<file path="src/rotary_settings.svh">
`ifndef ROTARY_SETTINGS_SVH
`define ROTARY_SETTINGS_SVH

`default_nettype none

// instruction word
`define ROTARY_INST_WIDTH 12

// opcode sits in the top nibble
`define ROTARY_OPCODE_MSB 11
`define ROTARY_OPCODE_LSB 8

// equal samples needed before a pin change is accepted
`define ROTARY_DEBOUNCE_CYCLES 4

`default_nettype wire

`endif

</file>
<file path="src/rotary_pkg.sv">
`include "rotary_settings.svh"

`default_nettype none

package rotary_pkg;

   localparam int ROTARY_OPCODE_WIDTH = `ROTARY_OPCODE_MSB - `ROTARY_OPCODE_LSB + 1;

   // encoder channels within rotary_pins_t
   localparam int ROTARY_PIN_A = 0;
   localparam int ROTARY_PIN_B = 1;

   typedef logic [`ROTARY_INST_WIDTH-1:0] rotary_inst_t;

   typedef logic [1:0] rotary_pins_t;   // bit 0 channel a, bit 1 channel b

   typedef enum logic [ROTARY_OPCODE_WIDTH-1:0] {
      ROTARY_NOP  = 4'h0,
      ROTARY_RDLS = 4'h1,   // read and clear left flag
      ROTARY_RDRS = 4'h2    // read and clear right flag
   } rotary_opcode_e;

   typedef enum logic [1:0] {
      ROTARY_STATE_RESET = 2'h0,
      ROTARY_STATE_READY = 2'h1,
      ROTARY_STATE_ERROR = 2'h2
   } rotary_state_e;

endpackage

`default_nettype wire

</file>
<file path="src/rotary_debounce.sv">
`include "rotary_settings.svh"

`default_nettype none

module rotary_debounce #(
   parameter int STABLE_CYCLES = `ROTARY_DEBOUNCE_CYCLES
) (
   input  logic clock,
   input  logic reset,
   input  logic pin,
   output logic level
);

   localparam int COUNT_WIDTH = $clog2(STABLE_CYCLES + 1);
   localparam logic [COUNT_WIDTH-1:0] COUNT_LAST = COUNT_WIDTH'(STABLE_CYCLES);

   logic                   sync_meta;   // first stage, may go metastable
   logic                   sync_pin;
   logic [COUNT_WIDTH-1:0] count;
   logic [COUNT_WIDTH-1:0] count_next;
   logic                   differs;

   // pin is asynchronous to clock
   always_ff @(posedge clock) begin
      if (reset) begin
         sync_meta <= 1'b0;
         sync_pin  <= 1'b0;
      end else begin
         sync_meta <= pin;
         sync_pin  <= sync_meta;
      end
   end

   assign differs    = sync_pin != level;
   assign count_next = count + 1'b1;

   // level only moves after an unbroken run of differing samples
   always_ff @(posedge clock) begin
      if (reset) begin
         count <= '0;
         level <= 1'b0;
      end else if (!differs) begin
         count <= '0;             // run broken, start over
      end else if (count_next == COUNT_LAST) begin
         count <= '0;
         level <= sync_pin;       // accept new value
      end else begin
         count <= count_next;
      end
   end

endmodule

`default_nettype wire

</file>
<file path="src/rotary_interface.sv">
`include "rotary_settings.svh"

`default_nettype none

module rotary_interface #(
   parameter int STABLE_CYCLES = `ROTARY_DEBOUNCE_CYCLES
) (
   input  logic                      clock,
   input  logic                      reset,
   input  rotary_pkg::rotary_pins_t  rotary,
   output logic                      rotary_left,
   output logic                      rotary_right
);

   import rotary_pkg::*;

   rotary_pins_t levels;       // debounced pins
   logic         level_a_prev;
   logic         rise_a;

   for (genvar i = 0; i < $bits(rotary_pins_t); i++) begin : g_debounce
      rotary_debounce #(
         .STABLE_CYCLES (STABLE_CYCLES)
      ) rotary_debounce_i (
         .clock (clock),
         .reset (reset),
         .pin   (rotary[i]),
         .level (levels[i])
      );
   end

   assign rise_a = levels[ROTARY_PIN_A] & ~level_a_prev;

   // b sampled at the rising edge of a gives the direction
   always_ff @(posedge clock) begin
      if (reset) begin
         level_a_prev <= 1'b0;
         rotary_left  <= 1'b0;
         rotary_right <= 1'b0;
      end else begin
         level_a_prev <= levels[ROTARY_PIN_A];
         rotary_left  <= rise_a &  levels[ROTARY_PIN_B];   // b high
         rotary_right <= rise_a & ~levels[ROTARY_PIN_B];   // b low
      end
   end

endmodule

`default_nettype wire

</file>
<file path="src/rotary_device.sv">
`include "rotary_settings.svh"

`default_nettype none

module rotary_device (
   input  logic                      clock,
   input  logic                      reset,
   input  rotary_pkg::rotary_inst_t  inst,
   input  logic                      inst_en,
   input  rotary_pkg::rotary_pins_t  rotary,
   output logic                      rotary_left_status,
   output logic                      rotary_right_status
);

   import rotary_pkg::*;

   rotary_state_e  state;
   rotary_state_e  state_next;
   rotary_opcode_e opcode;

   logic rotary_left;          // one-cycle turn pulses
   logic rotary_right;
   logic left_flag;            // sticky, set by a turn
   logic right_flag;
   logic left_flag_next;
   logic right_flag_next;
   logic left_status_next;
   logic right_status_next;

   assign opcode = rotary_opcode_e'(inst[`ROTARY_OPCODE_MSB:`ROTARY_OPCODE_LSB]);

   rotary_interface rotary_interface_i (
      .clock        (clock),
      .reset        (reset),
      .rotary       (rotary),
      .rotary_left  (rotary_left),
      .rotary_right (rotary_right)
   );

   always_comb begin
      state_next        = state;
      left_flag_next    = left_flag | rotary_left;
      right_flag_next   = right_flag | rotary_right;
      left_status_next  = rotary_left_status;
      right_status_next = rotary_right_status;

      case (state)
         ROTARY_STATE_RESET: begin
            state_next        = ROTARY_STATE_READY;
            left_flag_next    = 1'b0;
            right_flag_next   = 1'b0;
            left_status_next  = 1'b0;
            right_status_next = 1'b0;
         end

         ROTARY_STATE_READY: begin
            if (inst_en) begin
               case (opcode)
                  ROTARY_NOP: begin
                  end

                  ROTARY_RDLS: begin
                     left_status_next = left_flag;
                     left_flag_next   = rotary_left;   // keep a turn seen during the read
                  end

                  ROTARY_RDRS: begin
                     right_status_next = right_flag;
                     right_flag_next   = rotary_right;
                  end

                  default: begin
                     state_next        = ROTARY_STATE_ERROR;   // illegal opcode
                     left_flag_next    = 1'b0;
                     right_flag_next   = 1'b0;
                     left_status_next  = 1'b0;
                     right_status_next = 1'b0;
                  end
               endcase
            end
         end

         default: begin
            // error holds until reset
            state_next        = ROTARY_STATE_ERROR;
            left_flag_next    = 1'b0;
            right_flag_next   = 1'b0;
            left_status_next  = 1'b0;
            right_status_next = 1'b0;
         end
      endcase
   end

   always_ff @(posedge clock) begin
      if (reset) begin
         state               <= ROTARY_STATE_RESET;
         left_flag           <= 1'b0;
         right_flag          <= 1'b0;
         rotary_left_status  <= 1'b0;
         rotary_right_status <= 1'b0;
      end else begin
         state               <= state_next;
         left_flag           <= left_flag_next;
         right_flag          <= right_flag_next;
         rotary_left_status  <= left_status_next;
         rotary_right_status <= right_status_next;
      end
   end

endmodule

`default_nettype wire

</file>
<file path="src/rotary_top.sv">
`default_nettype none

module rotary_top (
   input  logic                      clock,
   input  logic                      reset,
   input  rotary_pkg::rotary_inst_t  inst,
   input  logic                      inst_en,
   input  rotary_pkg::rotary_pins_t  rotary,
   output logic                      rotary_left_status,
   output logic                      rotary_right_status
);

   import rotary_pkg::*;

   rotary_pins_t rotary_pins;   // raw encoder pins
   rotary_inst_t rotary_inst;

   assign rotary_pins = rotary;
   assign rotary_inst = inst;

   rotary_device rotary_device_i (
      .clock               (clock),
      .reset               (reset),
      .inst                (rotary_inst),
      .inst_en             (inst_en),
      .rotary              (rotary_pins),
      .rotary_left_status  (rotary_left_status),
      .rotary_right_status (rotary_right_status)
   );

endmodule

`default_nettype wire

</file>
<file path="config.mk">
export PLATFORM = sky130hd
export DESIGN_NAME = rotary_top
export DESIGN_NICKNAME = d
export VERILOG_FILES = /design/src/rotary_pkg.sv /design/src/rotary_debounce.sv /design/src/rotary_interface.sv /design/src/rotary_device.sv /design/src/rotary_top.sv
export VERILOG_INCLUDE_DIRS = /design/src
export SDC_FILE = /design/constraint.sdc
export NUM_CORES = 1
export LEC_CHECK = 0
export ABC_AREA = 1
export BUFFER_PORTS_ARGS = -buffer_cell sky130_fd_sc_hd__buf_2
export CAP_MARGIN = 5
export CORE_MARGIN = 2
export CORE_UTILIZATION = 55
export CTS_CLUSTER_DIAMETER = 200
export CTS_CLUSTER_SIZE = 25
export DETAILED_ROUTE_END_ITERATION = 16
export PLACE_DENSITY = 0.78
export SETUP_SLACK_MARGIN = 0.15
export SLEW_MARGIN = 20
export SYNTH_ARGS = -nofsm -noshare
export SYNTH_HDL_FRONTEND = slang
export SYNTH_SLANG_ARGS = --single-unit
</file>
<file path="constraint.sdc">
create_clock -name clock -period 3 [get_ports clock]
set_clock_uncertainty 0.2 [all_clocks]
set_input_delay 0.6 -clock clock [delete_from_list [all_inputs] [get_ports clock]]
set_output_delay 0.6 -clock clock [all_outputs]
set_load 0.005 [all_outputs]
</file>
==> out/results.tsv <==
stage	metric	value	unit
clock_network	cts-root-buf	clkbuf_4	
floorplanning	initial_core_util	59.3	%
worst_setup_path	crit_buf_inv	1	
synthesis	synthesis.area	903	um^2
cells_and_area	antenna_cells	0	
worst_setup_path	rrSetupSlack	1.67	ns
route	drt_iter0_markers	3	
synthesis	yosysSeqAreaShare	46.5	%
worst_setup_path	crit_fanout	2	
synthesis	yosys_warnings	0	
power	worst_ir_drop_vdd	0.309	mV
worst_setup_path	crit_start	rotary_device_i.rotary_right_status$_SDFFE_PP0P_	
clock_network	ctsHoldBuffers	0	
global_routing	grt.total_usage	14.3	%
worst_setup_path	crit_path_top_delay_cell	dfxtp_1	
route	vias_per_cell	4.85	
worst_setup_path	worstSetupPathType	reg -> out	
cells_and_area	design_area	988	um^2
floorplanning	dieArea	1980	um^2
cells_and_area	layout_common_cells	nor2_1 (22), dfxtp_1 (21), nand2_1 (18)	
route	first_pass_iters	4	
cells_and_area	mostFrequentLayoutCell	nor2_1	
route	wl_per_cell	9.06	um
run	max_cap_violations	0	
clock_network	cts_buffer_depth	2	
clock_network	cts_buffers	3	
synthesis	ys_ff_latch	21	
global_routing	antenna_found_initial	0	
clock_network	clock-sinks	21	
route	routed_wl	1240	um
floorplanning	core_region_area	1520	um^2
power	p_leak	0.000477	uW
hold_path	hold_path.class	reg -> reg	
worst_setup_path	cpPeakStageDelay	0.35	ns
global_routing	grt_start_max_net_pins	12	
status	status	complete, no violations	
cells_and_area	area_growth	9.42	%
route	vias	664	
place	gp_congestion	0.707	
place	dpl.hpwl	998	um
global_routing	grt_pass1_vias	603	
timing	fmax	646	MHz
global_routing	grt_pass1_wl	2100	um
worst_setup_path	startpoint_type	register	
worst_setup_path	endpoint	rotary_right_status	
synthesis	synth.distinct_cells	22	
worst_setup_path	cp.arrival	0.75	ns
cells_and_area	nets	143	
floorplanning	ios	19	
worst_setup_path	path_cells	buf_2	
clock_network	clk_latency	0.29	ns
cells_and_area	fill_cells	130	
floorplanning	fp.dieW	44.5	um
worst_setup_path	path_depth	1	
timing	final_hold_viol_count	0	
clock_network	cts_setup_buffers	0	
timing	max_slew_margin	86.5	%
global_routing	gr-total-overflow	0	
cells_and_area	layout-drive-gt1-share	23.1	%
clock_network	htree_levels	1	
floorplanning	num_rows	14	
place	port_buffers	10	
worst_setup_path	r2r_cells	6	
timing	period_share	51.6	%
timing	maxSlewViolCount	0	
timing	setup_viol	0	
floorplanning	die_h	44.5	um
timing	tightest_slew	0.201	ns
worst_setup_path	required	2.20	ns
worst_setup_path	cp_top_family	flip-flops	
timing	tns	0	ns
synthesis	syn-instance-count	108	
route	ant_nets	0	
clock_network	ctsResizeCount	0	
timing	fin_crit	1.55	ns
power	power_density	461	nW/um^2
worst_setup_path	end_kind	primary output	
clock_network	cts_tree	yes	
synthesis	syn_nets	129	
place	postPlaceCellArea	962	um^2
synthesis	synth_area_per_cell	8.36	um^2
clock_network	clk_pin_slew	0.10	ns
timing	rsz0062_at_grt	false	
route	drc	0	
-- per-stage QoR --
step	worst slack, ns	total power (uW)	hold slack, ns	cells	util, %
2_1_floorplan	1.65	326	0.188	108	-
3_3_place_gp	1.49	334	0.190	133	63.1
3_5_place_dp	1.46	336	0.196	133	63.1
4_1_cts	1.44	463	0.211	137	64.9
5_1_grt	1.40	480	0.218	137	64.9
6_report	1.45	456	0.205	137	64.9
-- synthesized netlist by cell type --
master	instances	share of area (%)
a21oi_1	4	2.2
buf_6	1	1.2
clkinv_1	1	0.42
dfxtp_1	21	47
ha_1	4	5.5
inv_1	15	6.2
inv_2	1	0.42
inv_6	1	0.97
nand2_1	18	7.5
nand2_2	2	1.4
nand2_4	1	1.2
nand3_1	2	1.1
nand3_2	2	2.2
nand3_4	2	3.9
nor2_1	22	9.1
nor2_2	1	0.69
nor2_4	2	2.5
nor4_1	2	1.4
o21ai_0	1	0.55
o21ai_2	1	0.97
or2_4	2	1.9
xor2_1	2	1.9
-- logic make-up after synthesis --
| group | synth area share [%] |
|---|---|
| AOI/OAI and AO/OA | 3.74 |
| adders and majority gates | 5.54 |
| and+or+nand+nor | 33.0 |
| buffers and inverters | 9.28 |
| xor gates and xnor gates | 1.94 |
| DFF | 46.5 |
-- how the worst min path moves through the flow --
stage	depth (start not counted)	endpoint	slack [ns]
5_1_grt	2	register	0.22
6_report	2	register	0.21
3_3_place_gp	2	register	0.19
3_5_place_dp	2	register	0.20
2_1_floorplan	2	register	0.19
4_1_cts	2	register	0.21
-- routing by layer --
layer | GRT usage, % | wire (um) | vias up
met5 | 0 | 0 | -
met4 | 5.45 | 18 | 0
met3 | 4.90 | 66 | 4
met2 | 29.9 | 644 | 14
met1 | 11.5 | 512 | 293
li1 | - | - | 353
-- report_power, final --
group | internal, uW | switching, uW | total (uW)
clock network | 51.7 | 75.1 | 127
registers | 286 | 3.25 | 289
logic | 15.6 | 24.9 | 40.4
total | 353 | 103 | 456
-- area by class of cell --
class	instances	area, um^2	share of cell area [%]
Sequential cell	21	420	42.5
Multi-Input combinational cell	68	399	40.4
Inverter	18	72.6	7.34
Timing Repair Buffer	10	50.0	5.06
Clock buffer	4	26.3	2.66
Tap cell	16	20.0	2.03
Power figures use the tool's default switching activity.
